### src/hw/vec_alu_pkg.sv
package vec_alu_pkg;

  // ----------------------------------------
  // datapath geometry
  // ----------------------------------------
  localparam int DLEN_W   = 128;
  localparam int LANE_W   = 64;
  localparam int N_LANES  = DLEN_W / LANE_W;
  localparam int ELEM_MAX = LANE_W / 8;    // ew8 elements in one lane
  localparam int XLEN_W   = 64;            // scalar rs1 width
  localparam int VL_W     = 8;             // vl runs 0..128
  localparam int RNID_W   = 6;

  // element width, encoded as vsew
  typedef enum logic [1:0] {
    EW8  = 2'd0,
    EW16 = 2'd1,
    EW32 = 2'd2,
    EW64 = 2'd3
  } sew_t;

  typedef enum logic [3:0] {
    OP_NOP  = 4'd0,
    OP_ADD  = 4'd1,
    OP_SUB  = 4'd2,
    OP_AND  = 4'd3,
    OP_OR   = 4'd4,
    OP_XOR  = 4'd5,
    OP_MSEQ = 4'd6,
    OP_MSNE = 4'd7,
    OP_MSLT = 4'd8
  } alu_op_t;

  // ----------------------------------------
  // instruction fields
  // ----------------------------------------
  localparam logic [5:0] F6_ADD  = 6'b000000;
  localparam logic [5:0] F6_SUB  = 6'b000010;
  localparam logic [5:0] F6_AND  = 6'b001001;
  localparam logic [5:0] F6_OR   = 6'b001010;
  localparam logic [5:0] F6_XOR  = 6'b001011;
  localparam logic [5:0] F6_MSEQ = 6'b011000;
  localparam logic [5:0] F6_MSNE = 6'b011001;
  localparam logic [5:0] F6_MSLT = 6'b011011;

  localparam logic [2:0] FUNCT3_OPIVV = 3'b000;  // vector-vector
  localparam logic [2:0] FUNCT3_OPIVX = 3'b100;  // vector-scalar

  // issue packet, operands already read
  typedef struct packed {
    logic              valid;
    logic [31:0]       inst;
    logic [VL_W-1:0]   vl;
    sew_t              vsew;
    logic [DLEN_W-1:0] vs1;
    logic [DLEN_W-1:0] vs2;
    logic [XLEN_W-1:0] rs1;
    logic [DLEN_W-1:0] old;     // old vd contents
    logic [RNID_W-1:0] wr_rnid;
  } issue_t;

  // ex1 stage register
  typedef struct packed {
    logic              valid;
    alu_op_t           op;
    logic              is_mask;   // compare, result goes to a mask
    logic [VL_W-1:0]   vl;
    sew_t              vsew;
    logic [DLEN_W-1:0] vs1;       // rs1 copied to every lane on vx form
    logic              is_scalar;
    logic [DLEN_W-1:0] vs2;
    logic [DLEN_W-1:0] old;
    logic [RNID_W-1:0] wr_rnid;
  } ex1_t;

  typedef struct packed {
    logic              valid;
    logic [RNID_W-1:0] rnid;
    logic [DLEN_W-1:0] data;
  } wr_t;

endpackage

### src/hw/vec_alu_decode.sv
`timescale 1ns/100ps

module vec_alu_decode (
  input  logic                i_clk,
  input  logic                i_reset_n,
  input  vec_alu_pkg::issue_t i_issue,
  output vec_alu_pkg::ex1_t   o_ex1
);

  logic [5:0]           w_funct6;
  logic [2:0]           w_funct3;
  logic                 w_form_ok;
  vec_alu_pkg::alu_op_t w_op;
  vec_alu_pkg::ex1_t    w_ex1_next;
  vec_alu_pkg::ex1_t    r_ex1;
  logic                 r_ex1_valid;

  assign w_funct6  = i_issue.inst[31:26];
  assign w_funct3  = i_issue.inst[14:12];
  assign w_form_ok = (w_funct3 == vec_alu_pkg::FUNCT3_OPIVV) |
                     (w_funct3 == vec_alu_pkg::FUNCT3_OPIVX);

  // ----------------------------------------
  // ex0 decode
  // ----------------------------------------
  always_comb begin
    case (w_funct6)
      vec_alu_pkg::F6_ADD  : w_op = vec_alu_pkg::OP_ADD;
      vec_alu_pkg::F6_SUB  : w_op = vec_alu_pkg::OP_SUB;
      vec_alu_pkg::F6_AND  : w_op = vec_alu_pkg::OP_AND;
      vec_alu_pkg::F6_OR   : w_op = vec_alu_pkg::OP_OR;
      vec_alu_pkg::F6_XOR  : w_op = vec_alu_pkg::OP_XOR;
      vec_alu_pkg::F6_MSEQ : w_op = vec_alu_pkg::OP_MSEQ;
      vec_alu_pkg::F6_MSNE : w_op = vec_alu_pkg::OP_MSNE;
      vec_alu_pkg::F6_MSLT : w_op = vec_alu_pkg::OP_MSLT;
      default              : w_op = vec_alu_pkg::OP_NOP;
    endcase
    if (!w_form_ok) w_op = vec_alu_pkg::OP_NOP;  // ivi, mvv etc. not handled
  end

  always_comb begin
    w_ex1_next.valid     = i_issue.valid;
    w_ex1_next.op        = w_op;
    w_ex1_next.is_mask   = (w_op == vec_alu_pkg::OP_MSEQ) |
                           (w_op == vec_alu_pkg::OP_MSNE) |
                           (w_op == vec_alu_pkg::OP_MSLT);
    w_ex1_next.vl        = i_issue.vl;
    w_ex1_next.vsew      = i_issue.vsew;
    w_ex1_next.is_scalar = (w_funct3 == vec_alu_pkg::FUNCT3_OPIVX);
    // one operand for the lanes, scalar repeated per lane
    w_ex1_next.vs1       = w_ex1_next.is_scalar ? {vec_alu_pkg::N_LANES{i_issue.rs1}} :
                                                  i_issue.vs1;
    w_ex1_next.vs2       = i_issue.vs2;
    w_ex1_next.old       = i_issue.old;
    w_ex1_next.wr_rnid   = i_issue.wr_rnid;
  end

  always_ff @(posedge i_clk, negedge i_reset_n) begin
    if (!i_reset_n) begin
      r_ex1_valid <= 1'b0;
    end else begin
      r_ex1_valid <= i_issue.valid;
    end
  end

  always_ff @(posedge i_clk) begin
    r_ex1 <= w_ex1_next;  // payload, free running
  end

  always_comb begin
    o_ex1       = r_ex1;
    o_ex1.valid = r_ex1_valid;
  end

endmodule

### config.mk
export PLATFORM = sky130hd
export DESIGN_NAME = vec_alu_decode
export DESIGN_NICKNAME = d
export VERILOG_FILES = /design/src/hw/vec_alu_pkg.sv /design/src/hw/vec_alu_decode.sv
export SDC_FILE = /design/constraint.sdc
export NUM_CORES = 1
export LEC_CHECK = 0
export ABC_AREA = 0
export BUFFER_PORTS_ARGS = -buffer_cell sky130_fd_sc_hd__buf_2
export CAP_MARGIN = 40
export CELL_PAD_IN_SITES_DETAIL_PLACEMENT = 1
export CELL_PAD_IN_SITES_GLOBAL_PLACEMENT = 1
export CORE_AREA = 4 4 351 353
export CTS_CLUSTER_SIZE = 20
export DETAILED_ROUTE_END_ITERATION = 12
export DIE_AREA = 0 0 355 357
export GPL_TIMING_DRIVEN = 0
export PLACE_DENSITY_LB_ADDON = 0.3
export SYNTH_ARGS = -nofsm -noshare
export SYNTH_HDL_FRONTEND = slang
export SYNTH_SLANG_ARGS = --single-unit
export TNS_END_PERCENT = 1
### constraint.sdc
create_clock -name i_clk -period 0.8 [get_ports i_clk]
set_input_delay 0.04 -clock i_clk [delete_from_list [all_inputs] [get_ports i_clk]]
set_output_delay 0.04 -clock i_clk [all_outputs]
set_load 0.05 [all_outputs]
==> summary.txt, run 1 <==
Floorplan
  – Initial Util: 8.23%
  – Die W: 355 um
  – Io pins: 906
  – Die Ht: 357 um
  – Num rows: 127

CTS
  – H-Tree Depth: 2
  – Root buf cell: clkbuf_16
  – TritonCTS Buffers: 54
  – CTS sink count: 407
  – Max clock buf depth: 3
  – Post_cts resized: 975
  – Setup Fix Bufs, Post-CTS: 0
  – Hold Buf Count CTS: 633

Synthesis
  – Synth async-reset ratio: 0.246%
  – Area contributors post-synth: dfxtp_1 82%, mux2_2 15%, buf_6 1.5%
  – Largest area contributor in the netlist: dfxtp_1
  – Count leader, synth: dfxtp_1
  – Flops & latches, synth: 407
  – Sequential area share after synthesis: 82.7%
  – Post-Syn Instances: 567
  – Post-Syn Area per Cell: 17.4 um^2
  – Syn. warnings: 0
  – Post-Syn Area: 0.00986 mm^2
  – Most instantiated cells after synthesis: 406 x dfxtp_1, 128 x mux2_2, 13 x buf_6, 3 x nor4_1
  – Cell variety after synth: 17
  – Post-synth EDFFs: 0
  – Ys flop type: dfxtp_1
  – Mapped Nets: 1066
  – Post-synth top area share: 82.4%

Place
  – Detail Placement HPWL: 63400 um
  – Routability cong.: 0.720
  – Placed insts: 3061
  – IO buf count: 882

Outcome
  – Exit stage: clock tree synthesis (4_1_cts)
  – Status: did not finish
  – Tool Error: [ERROR RSZ-0060] Max buffer count reached.
-- kinds of logic after synthesis --
logic type,synth area share [%]
compound gates,0.304
simple gates,0.647
xor+xnor,0.0888
flops,82.7
buf+inv,1.65
mux,14.6
-- per-stage QoR --
step	hold slack [ns]	cell area [um^2]	setup TNS, ns	worst slack, ns	util [%]
3_5_place_dp	-0.183	16300	-89.05	-0.912	13.6
3_3_place_gp	-0.185	16300	-87.48	-0.895	13.6
2_1_floorplan	-0.256	9860	-27.57	-0.234	-
==> run 2: changes to the inputs <==
Settings changed: CELL_PAD_IN_SITES_DETAIL_PLACEMENT 1 to default, CELL_PAD_IN_SITES_GLOBAL_PLACEMENT 1 to default, CORE_AREA 4 4 351 353 to 4 4 354 356, CTS_CLUSTER_SIZE 20 to default, DIE_AREA 0 0 355 357 to 0 0 358 360, PLACE_DENSITY_LB_ADDON 0.3 to 0.15.
Clock period 0.8 ns to 1.04 ns, I/O delays scaled along.
==> summary.txt, run 2 <==
CTS
  – Setup Fix Bufs, Post-CTS: 0
  – Hold Buf Count CTS: 633
  – CTS tree: built
  – Clock-pin slew on the worst setup and hold paths: 0.06 ns
  – Root buf cell: clkbuf_16
  – H-Tree Depth: 2
  – Max clock buf depth: 3
  – CTS sink count: 407
  – TritonCTS Buffers: 53

Timing
  – Slew headroom: 79.7%
  – Min Tclk post-route: 1.29 ns
  – Setup TNS: -49.08 ns
  – Setup violators final: 415
  – Final period util: 124%
  – Slew @ Worst Pin: 0.301 ns
  – Min Hold Slack: 0.0223 ns
  – Final WS setup: -0.250 ns
  – Max Fclk: 775 MHz
  – Slew Limit Fails: 0
  – RSZ-0062 raised after global routing: true
  – Final Hold Fails: 0

Synthesis
  – Most instantiated cells after synthesis: 406 x dfxtp_1, 128 x mux2_2, 13 x buf_6, 3 x nor4_1
  – Post-Syn Area per Cell: 17.4 um^2
  – Flops & latches, synth: 407
  – Sequential area share after synthesis: 82.7%
  – Mapped Nets: 1066
  – Post-synth EDFFs: 0
  – Count leader, synth: dfxtp_1
  – Syn. warnings: 0
  – Post-synth top area share: 82.4%
  – Area contributors post-synth: dfxtp_1 82%, mux2_2 15%, buf_6 1.5%
  – Cell variety after synth: 17
  – Post-Syn Area: 0.00986 mm^2
  – Largest area contributor in the netlist: dfxtp_1
  – Post-Syn Instances: 567
  – Ys flop type: dfxtp_1
  – Synth async-reset ratio: 0.246%

Floorplan
  – Die W: 358 um
  – Die Ht: 360 um
  – Die area: 0.129 mm^2
  – Num rows: 128
  – Core box area: 0.122 mm^2
  – Initial Util: 8.10%
  – Io pins: 906

Worst setup path
  – Largest delay contributor family on the critical path: flip-flops
  – Crit path capture type: output pin
  – Critical Path Max Stage Delay: 0.41 ns
  – Critical path class: reg2out
  – Worst path required time: 0.99 ns
  – Crit path max fanout: 1
  – Critical Path Start: r_ex1_valid$_DFF_PN0_
  – Slowest CP cell: dfrtp_1
  – WP data arrival: 1.24 ns
  – Crit-path cells: buf_12
  – CP bufs+invs: 1
  – Critical path depth: 1
  – Critical Path Start Type: flop
  – Crit path to: o_ex1[406]

Route
  – Via Count: 10713
  – Vias per cell: 2.82
  – Initial DRT Pass Iterations: 4
  – Iteration-0 DRC Markers: 234
  – Drt total wl: 65100 um
  – Wire length per cell: 17.1 um
  – Remaining antenna violation count: 0
  – DRC Markers: 0

Final layout
  – Area taken by multi-input logic gates: 0.00154 mm^2
  – Layout cell share with drive strength beyond 1: 69.1%
  – Register area: 0.00869 mm^2
  – Area growth from synthesis to layout: 195%
  – Max FFs per register: 406
  – Commonest non-fill, non-tap cell in the layout: dlygate4sd3_1
  – Cell Count, Final, Fillers Out: 3802
  – Most frequent cells in the layout: 633 x dlygate4sd3_1, 476 x buf_2, 382 x dfxtp_2, 322 x buf_8, 128 x mux2_2
  – Nets: 2635
  – Layout fillers: 12793

Pwr
  – Comb power frac: 21.4%
  – Clock Power Share: 41.3%
  – Switching share of power: 28.6%
  – Power Density: 1600 mW/mm^2
  – Seq pwr share: 37.4%
  – Peak VDD IR: 1030 uV
  – Pint: 33200 uW
  – Leakage: 0.0125 uW
  – Net Sw Power: 13300 uW

Place
  – Detail Placement HPWL: 49000 um
  – Routability cong.: 0.763
  – Placed insts: 3074
  – IO buf count: 882

Flow run
  – Max cap viols: 0

Hold path
  – Hold_sp: i_issue[476]
  – Worst min path class: in2reg

Outcome
  – Failing checks: negative setup slack
  – Status: finished, violations left

Global routing
  – Vias in the first global route: 12470
  – Pin count of the biggest net entering global routing: 17
  – Grt total ovfl: 0
  – First-pass GRT wire length: 86800 um
  – GRT Overall Usage: 9.46%
  – Initial antenna violation count: 8
==> run 2: how the worst min path moves through the flow <==
stage	slack, ns	endpoint	cells past startpoint
4_1_cts	-0.06	o_ex1[390]$_DFF_P_	4
6_report	0.02	o_ex1[390]$_DFF_P_	4
3_3_place_gp	-0.17	r_ex1_valid$_DFF_PN0_	1
5_1_grt	-0.02	o_ex1[390]$_DFF_P_	4
3_5_place_dp	-0.17	r_ex1_valid$_DFF_PN0_	1
2_1_floorplan	-0.24	r_ex1_valid$_DFF_PN0_	0
==> run 2: area by class of cell <==
type                            instances  area share, %
Multi-Input combinational cell        144           5.31
Clock inverter                         20           1.22
Buffer                                 14          0.520
Clock buffer                           73           4.99
Inverter                                1         0.0129
Sequential cell                       407           29.9
Timing Repair Buffer                 1515           51.1
Antenna cell                            3         0.0258
Tap cell                             1625           6.99
==> run 2: repair_timing <==
action | 4_1_cts | 5_1_grt
gates resized for setup | 966 | 826
cloned | 0 | 0
endpoints found under the setup margin | 407 | 416
hold endpoints to repair | 408 | 1
==> run 2: layer usage <==
metal / vias up / track usage [%] / wire, um
met5: - / 0 / 11
met4: 2 / 4.01 / 2650
met3: 103 / 4.07 / 6880
met2: 538 / 17.0 / 33200
met1: 5038 / 9.49 / 22300
li1: 5032 / - / -
==> run 2: cell families (layout without fill, tap and decap cells) <==
kind of cell,after synthesis,in the layout,synth area share [%]
AO/OA/AOI/OAI,5,5,0.304
XOR/XNOR,1,1,0.0888
buffers and inverters,16,1623,1.65
flip-flops,407,407,82.7
multiplexers,128,128,14.6
other,0,3,0
AND/OR/NAND/NOR,10,10,0.647
==> run 2: power groups by stage <==
stage / clock, uW / combinational [uW] / sequential [uW]
final: 19200 / 9940 / 17400
after global routing: 20800 / 10400 / 17500
after CTS: 20200 / 9290 / 17100
after detailed placement: 0 / 6210 / 17100
after global placement: 0 / 6230 / 17100
after floorplan: 0 / 474 / 20400
==> run 2: through the flow <==
stage | utilization [%] | instance area, um^2 | total power (uW) | worst slack (ns)
2_1_floorplan | - | 9860 | 20900 | -0.00608
3_3_place_gp | 13.4 | 16300 | 23400 | -0.683
3_5_place_dp | 13.4 | 16300 | 23300 | -0.693
4_1_cts | 22.4 | 27200 | 46700 | -0.363
5_1_grt | 23.9 | 29100 | 48600 | -0.338
6_report | 23.9 | 29100 | 46500 | -0.250
No activity file was read; power rests on OpenSTA's default activity.
