--- src/hw/vec_alu_pkg.sv ---
package vec_alu_pkg;

  // ----------------------------------------
  // datapath geometry
  // ----------------------------------------
  localparam int DLEN_W   = 128;
  localparam int LANE_W   = 64;
  localparam int N_LANES  = DLEN_W / LANE_W;
  localparam int ELEM_MAX = LANE_W / 8;    // ew8 elements in one lane
  localparam int XLEN_W   = 64;            // scalar rs1 width
  localparam int VL_W     = 8;             // vl runs 0..128
  localparam int RNID_W   = 6;

  // element width, encoded as vsew
  typedef enum logic [1:0] {
    EW8  = 2'd0,
    EW16 = 2'd1,
    EW32 = 2'd2,
    EW64 = 2'd3
  } sew_t;

  typedef enum logic [3:0] {
    OP_NOP  = 4'd0,
    OP_ADD  = 4'd1,
    OP_SUB  = 4'd2,
    OP_AND  = 4'd3,
    OP_OR   = 4'd4,
    OP_XOR  = 4'd5,
    OP_MSEQ = 4'd6,
    OP_MSNE = 4'd7,
    OP_MSLT = 4'd8
  } alu_op_t;

  // ----------------------------------------
  // instruction fields
  // ----------------------------------------
  localparam logic [5:0] F6_ADD  = 6'b000000;
  localparam logic [5:0] F6_SUB  = 6'b000010;
  localparam logic [5:0] F6_AND  = 6'b001001;
  localparam logic [5:0] F6_OR   = 6'b001010;
  localparam logic [5:0] F6_XOR  = 6'b001011;
  localparam logic [5:0] F6_MSEQ = 6'b011000;
  localparam logic [5:0] F6_MSNE = 6'b011001;
  localparam logic [5:0] F6_MSLT = 6'b011011;

  localparam logic [2:0] FUNCT3_OPIVV = 3'b000;  // vector-vector
  localparam logic [2:0] FUNCT3_OPIVX = 3'b100;  // vector-scalar

  // issue packet, operands already read
  typedef struct packed {
    logic              valid;
    logic [31:0]       inst;
    logic [VL_W-1:0]   vl;
    sew_t              vsew;
    logic [DLEN_W-1:0] vs1;
    logic [DLEN_W-1:0] vs2;
    logic [XLEN_W-1:0] rs1;
    logic [DLEN_W-1:0] old;     // old vd contents
    logic [RNID_W-1:0] wr_rnid;
  } issue_t;

  // ex1 stage register
  typedef struct packed {
    logic              valid;
    alu_op_t           op;
    logic              is_mask;   // compare, result goes to a mask
    logic [VL_W-1:0]   vl;
    sew_t              vsew;
    logic [DLEN_W-1:0] vs1;       // rs1 copied to every lane on vx form
    logic              is_scalar;
    logic [DLEN_W-1:0] vs2;
    logic [DLEN_W-1:0] old;
    logic [RNID_W-1:0] wr_rnid;
  } ex1_t;

  typedef struct packed {
    logic              valid;
    logic [RNID_W-1:0] rnid;
    logic [DLEN_W-1:0] data;
  } wr_t;

endpackage

--- src/hw/vec_alu_writeback.sv ---
`timescale 1ns/100ps

module vec_alu_writeback (
  input  logic                                                       i_clk,
  input  logic                                                       i_reset_n,
  input  vec_alu_pkg::ex1_t                                          i_ex1,
  input  logic [vec_alu_pkg::N_LANES-1:0][vec_alu_pkg::LANE_W-1:0]   i_lane_res,
  input  logic [vec_alu_pkg::N_LANES-1:0][vec_alu_pkg::ELEM_MAX-1:0] i_lane_mask,
  output vec_alu_pkg::wr_t                                           o_wr
);

  logic [vec_alu_pkg::DLEN_W-1:0] w_mask_data;
  logic [vec_alu_pkg::DLEN_W-1:0] w_data;

  logic                           r_valid;
  logic [vec_alu_pkg::RNID_W-1:0] r_rnid;
  logic [vec_alu_pkg::DLEN_W-1:0] r_data;

  // ----------------------------------------
  // mask packing
  // ----------------------------------------
  always_comb begin
    int unsigned n_elem;

    n_elem      = vec_alu_pkg::ELEM_MAX >> i_ex1.vsew;   // 8/4/2/1 per lane
    w_mask_data = i_ex1.old;   // upper bits keep the old mask
    for (int l = 0; l < vec_alu_pkg::N_LANES; l++) begin
      for (int k = 0; k < vec_alu_pkg::ELEM_MAX; k++) begin
        if (k < n_elem) w_mask_data[l * n_elem + k] = i_lane_mask[l][k];
      end
    end
  end

  assign w_data = i_ex1.is_mask ? w_mask_data : i_lane_res;

  // ----------------------------------------
  // ex2 write record
  // ----------------------------------------
  always_ff @(posedge i_clk, negedge i_reset_n) begin
    if (!i_reset_n) begin
      r_valid <= 1'b0;
    end else begin
      r_valid <= i_ex1.valid;
    end
  end

  always_ff @(posedge i_clk) begin
    r_rnid <= i_ex1.wr_rnid;
    r_data <= w_data;
  end

  always_comb begin
    o_wr.valid = r_valid;
    o_wr.rnid  = r_rnid;
    o_wr.data  = r_data;
  end

endmodule

--- config.mk ---
export PLATFORM = sky130hd
export DESIGN_NAME = vec_alu_writeback
export DESIGN_NICKNAME = d
export VERILOG_FILES = /design/src/hw/vec_alu_pkg.sv /design/src/hw/vec_alu_writeback.sv
export SDC_FILE = /design/constraint.sdc
export NUM_CORES = 1
export LEC_CHECK = 0
export BUFFER_PORTS_ARGS = -buffer_cell sky130_fd_sc_hd__buf_2
export CORE_AREA = 5 5 262 264
export DETAILED_ROUTE_END_ITERATION = 12
export DIE_AREA = 0 0 267 269
export MAX_ROUTING_LAYER = met4
export SLEW_MARGIN = 20
export SYNTH_ARGS = -nofsm -noshare
export SYNTH_HDL_FRONTEND = slang
export SYNTH_SLANG_ARGS = --single-unit
--- constraint.sdc ---
create_clock -name i_clk -period 0.85 [get_ports i_clk]
set_input_delay 0.085 -clock i_clk [delete_from_list [all_inputs] [get_ports i_clk]]
set_output_delay 0.085 -clock i_clk [all_outputs]
set_load 0.005 [all_outputs]
-- Word-level counts from Yosys, hierarchy flattened
Index checks and enable logic that the tools add are counted.
- output and inout port bits: 135
- word-level logic and storage cells: 84
- bits in registers: 135
- $add $sub $neg: 7
- mux-type cells: 41
- reduce and logical (&&, ||, !) cells: 8
- shifts and indexed selects: 1
- $lt $le $gt $ge: 24
- operator list (cell ; count):
    $mux W128 ; 9
    $bwmux W128 ; 8
    $ge A32 B1 Y1 const B ; 8
    $lt A32 B8 Y1 const B ; 8
    $add A32 B3 Y32 const B ; 4
    $lt A3 B32 Y1 const A ; 4
    $add A32 B2 Y32 const B ; 2
    $lt A1 B32 Y1 const A ; 2
    $lt A2 B32 Y1 const A ; 2
    $demux W1 S7 ; 8
    $add A32 B1 Y32 const B ; 1
    $shr A4 B2 Y32 const A ; 1
    $mux W1 ; 9
    $logic_and A1 B1 Y1 ; 8
    $mux W8 ; 1
    $mux W7 ; 1
    $mux W6 ; 1
    $mux W5 ; 1
    $mux W4 ; 1
    $mux W3 ; 1
    $mux W2 ; 1

-- Logic depth before layout (Yosys ltp)
- depth in word-level cells: 27
- gate-level depth with buffers: 8

-- Worst setup path before layout
No wires, ideal clock.
- path kind: input port to flip-flop
- from: input i_ex1[392] (netlist bit)
- to: register r_data[5] (netlist bit)
- slack: -752 ps
- data arrival time: 1542 ps
- library setup time: 60 ps
- stages: 7
- required time: 790 ps
- cells stage by stage: or2_1 buf_4 inv_1 ha_1 or4b_1 o2111ai_1 o221a_1
- word-level cells in the longest chain between the ends: 22
- elaborated cells between the ends (all ways): 76
- classes of those cells: 7 x add/sub; 24 x order compare; 1 x shift; 36 x mux; 8 x reduce/logical
- ends and longest elaborated chain (element ; RTL line ; text):
    start, declared ; vec_alu_writeback.sv:6 ; input vec_alu_pkg::ex1_t i_ex1,
    $shr A4 B2 Y32 * ; vec_alu_writeback.sv:25 ; n_elem = vec_alu_pkg::ELEM_MAX >> i_ex1.vsew;
    parallel branches: the longest is 19 deep, another holds $add A32 B1 Y32 ; -- ;
    $mux W128 * ; vec_alu_writeback.sv:29 ; if (k < n_elem) w_mask_data[l * n_elem + k] = i_lane_mask[l][k];
    $mux W128 * ; vec_alu_writeback.sv:34 ; assign w_data = i_ex1.is_mask ? w_mask_data : i_lane_res;
    net w_data, one bit ; vec_alu_writeback.sv:13 ; logic [vec_alu_pkg::DLEN_W-1:0] w_data;
    end signal, assigned ; vec_alu_writeback.sv:49 ; r_data <= w_data;
    end, declared ; vec_alu_writeback.sv:17 ; logic [vec_alu_pkg::DLEN_W-1:0] r_data;
Mark *: on every way through the listed nets, which the timed path passes.

-- Worst setup path after layout
- from: input i_ex1[391] (netlist bit)
- to: register r_data[5] (netlist bit)
The elaborated chain is that of the path after synthesis.

==> results.txt <==
- The critical path starts at i_ex1[391].
* Final total negative setup slack: -16.76 ns
* Post-synthesis instance area: 0.004747 sq mm
* Overflow left after global routing: 0
- The worst hold path begins at i_lane_mask[12].
- Die area: 0.07182 sq mm
* Yosys top cell area share: 0.5651
- Detailed Route WL: 29.18 mm
* Largest buffer count on any clock path: 2
* I/O pin count: 688
- With fillers left out, the area of the finished cells amounts to 0.01202 sq mm.
- Required time at the endpoint of the critical path: 1.26 ns
- The number of global-route vias before repair came to 6353.
- Root buffer cell: sky130_fd_sc_hd__clkbuf_16
- Together, buffers and inverters on the worst path number 2.
* CP Data Arrival Time: 1.47 ns
* TritonCTS clock tree: yes
- Number of buffers added by the clock tree synthesis step: 17
- # DRC: 0
- For this run, global-route usage on met2 was measured as 0.1118.
* Number of maximum-capacitance constraint violations: 0
- Number of flops mapped to enable cells by yosys: 0
- CP Capture Type: flip-flop
- Sequential area share after synthesis: 0.5704
- Buffers placed on the I/O ports in this run total 417.
* Tmin final: 1.058 ns
- Yosys printed 0 warnings.
- Relative to the synthesized area, the layout overhead comes to 153.2%.
* Proportion of power drawn by combinational gates: 0.207
- Dominant register cell in the synthesized netlist: sky130_fd_sc_hd__dfxtp_1
* Relative contribution of the clock network to total power: 0.416
* Net count after synthesis: 924
- Of all nets on the critical path, the largest fanout is 4.
* Peak supply drop: 1217 uV
- Dividing the final minimum period by the clock period gives 1.245.
- Count of vias placed by the detailed router: 5765
* Average routed wire per standard cell: 14.80 um
- Setup Slack @ Placement: -0.7650 ns
- In this design, the largest share of critical-path delay is due to simple AND/OR/NAND/NOR gates.
* Dominant cell type by area after synthesis: sky130_fd_sc_hd__dfxtp_1
* Number of nets in the finished design: 1637
- Global-route wire length before repair: 39.14 mm
* Proportion of total power due to net switching: 0.2620
- Layer with the highest usage: met2
- Pin count of the biggest net entering global routing: 44
- Buffers inserted to repair hold after CTS numbered 270.
* Power per unit of standard cell area: 1570 mW/mm^2
- The floorplan step defined a core boundary enclosing 0.06633 sq mm.
- Drt first-iter violations: 164
- Relative max-transition margin: 0.8129
- The path class of the tightest hold or removal check is input pin to flip-flop.
- Count of state elements after synthesis: 135
- For this design, the sink count on the clock tree is 135.
* Switching power of the nets: 4.943 mW
- The number of different library cells used by synthesis comes to 38.
- 1st-pass router iterations: 4
- Antenna violations before repair: 7
* DP Wirelength: 19.60 mm
* CP startpoint kind: input pin
- Counting every instance in the synthesized netlist gives 368.
- Dividing the synthesized area by the synthesized cell count gives 12.90 sq um.
* DRT antenna net count: 0
* Clk slew on worst S/H paths: 0.07 ns
* Peak per-stage delay on the critical path: 0.49 ns
- Final Max Tran Viols: 0
- The flow ran to the end, but the final reports show violations.
- Setup repair after global routing could not meet its margin everywhere.
- For this run, global-route usage on met3 was measured as 0.03540.
- For this run, the top clock speed supported by timing is 0.9452 GHz.
* Number of rows created at floorplan: 95
* Largest cells by area after synthesis: sky130_fd_sc_hd__dfxtp_1, sky130_fd_sc_hd__mux2_2, sky130_fd_sc_hd__mux2i_1, sky130_fd_sc_hd__buf_2, sky130_fd_sc_hd__a21oi_1
- For the pin with the worst max-slew slack, the measured transition is 0.2806 ns.
- On the critical path, the stage with the largest delay is an instance of sky130_fd_sc_hd__or4b_4.
- After synthesis, the share of flip-flops with an asynchronous set or reset is 0.007407.
* Die Width: 267 um
- Setup violators final: 142
- Worst setup slack after layout: -0.2080 ns
* Class of the most critical setup path: input pin to flip-flop
* Initial cell density of the core: 0.07157
- Die Y-Extent: 269 um
- Vias per cell: 2.925
- GR Util met1: 0.09046
- Of the total power, registers draw 0.376.
* Final Wtd Congestion: 0.8145
- In the final layout, the share of cells above drive strength 1 is 0.6197.
- Once placement finished, the instance area stood at 0.008053 sq mm.
- Internal Dissipation: 13.93 mW
* Deepest level of the CTS H-tree: 4
* Hold Violations, Final: 0
- Global-route usage over all layers: 0.07872
- The signal on the critical path passes through buf_12 > or2_4 > inv_4 > ha_4 > or4b_4 > o2111ai_2 > o221a_1.
* Violations in the final reports: negative setup slack
* Leakage power of the design: 5.237 nW
- Total power consumption of the routed design: 18.87 mW
path summary, 6_finish.rpt:
path / slack (ns) / end / cells after the start
max: -0.21 / r_data[5] / 7
min: 0.008 / r_data[12] / 3
max in group asynchronous: 0.28 / r_valid / 3
min in group asynchronous: 0.47 / r_valid / 3
cell families after synthesis:
group,after synthesis,share of synthesized area
adders and majority gates,3,0.007908
buffers and inverters,28,0.03057
and+or+nand+nor,41,0.04718
AOI/OAI and AO/OA,33,0.04455
muxes,128,0.2994
DFF,135,0.5704
stage by stage:
step / std cells / hold WS [ns] / util
floorplan: 368 / -0.2106 / -
global placement: 1662 / -0.1407 / 0.1214
detailed placement: 1662 / -0.1401 / 0.1214
CTS: 1966 / -0.03652 / 0.1749
global route: 1971 / -0.01547 / 0.1812
finish: 1971 / 0.007697 / 0.1812
routing by layer:
metal	wire length (um)	vias to the layer above
met2	12650	386
met4	1136	0
met5	0	-
met3	3418	44
li1	-	2731
met1	11980	2604
layout make-up:
| type | instances | area [sq um] |
|---|---|---|
| inverter | 5 | 21.27 |
| antenna | 4 | 10.01 |
| timing repair buffer | 717 | 5507 |
| sequential | 135 | 2795 |
| multi-input combinational | 205 | 1993 |
| tap | 873 | 1092 |
| clock inverter | 13 | 147.6 |
| clock buffer | 19 | 452.9 |
| fill | 7142 | 54310 |
flip-flops by register name, summed over array words and instances, names as in the netlist:
| name | flops |
|---|---|
| r_rnid | 6 |
| r_valid | 1 |
| r_data | 128 |
power groups by stage:
stage | clock network, mW | registers (mW) | logic [mW]
6_report | 7.85 | 7.10 | 3.91
5_1_grt | 8.34 | 7.15 | 4.20
4_1_cts | 8.14 | 7.02 | 3.63
3_5_place_dp | 0 | 7.11 | 2.49
3_3_place_gp | 0 | 7.11 | 2.48
2_1_floorplan | 0 | 7.19 | 0.851
synth_stat cells (2+ instances only):
| master | instances |
|---|---|
| sky130_fd_sc_hd__a31oi_1 | 2 |
| sky130_fd_sc_hd__buf_4 | 3 |
| sky130_fd_sc_hd__nor2b_1 | 2 |
| sky130_fd_sc_hd__buf_2 | 17 |
| sky130_fd_sc_hd__inv_1 | 5 |
| sky130_fd_sc_hd__o21ai_0 | 4 |
| sky130_fd_sc_hd__clkbuf_1 | 2 |
| sky130_fd_sc_hd__nand3b_1 | 3 |
| sky130_fd_sc_hd__nor3b_1 | 2 |
| sky130_fd_sc_hd__nand2_1 | 6 |
| sky130_fd_sc_hd__nor2_1 | 16 |
| sky130_fd_sc_hd__mux2i_1 | 16 |
| sky130_fd_sc_hd__a21oi_1 | 15 |
| sky130_fd_sc_hd__nand2b_1 | 4 |
| sky130_fd_sc_hd__dfxtp_1 | 134 |
| sky130_fd_sc_hd__o22ai_1 | 2 |
| sky130_fd_sc_hd__mux2_2 | 112 |
| sky130_fd_sc_hd__ha_1 | 3 |
what timing repair did:
item | in CTS | in global routing
pin swaps | 2 | 11
setup endpoints to repair | 144 | 145
buffers inserted | 2 | 2
hold endpoints to repair | 136 | 1
resized for setup | 73 | 101
worst min-delay path: stages:
cell and delay, ns:
sky130_fd_sc_hd__buf_2 0.09, sky130_fd_sc_hd__or3_1 0.12, sky130_fd_sc_hd__a31o_2 0.15
cells in the final DEF (no fill, tap or decap), drive strengths merged, types with 15 or more instances in the layout:
| master | count |
|---|---|
| nor2 | 16 |
| dfxtp | 134 |
| a21oi | 15 |
| mux2 | 112 |
| buf | 447 |
| clkbuf | 19 |
| dlygate4sd3 | 270 |
| mux2i | 16 |
No activity file was read; power rests on OpenSTA's default activity.
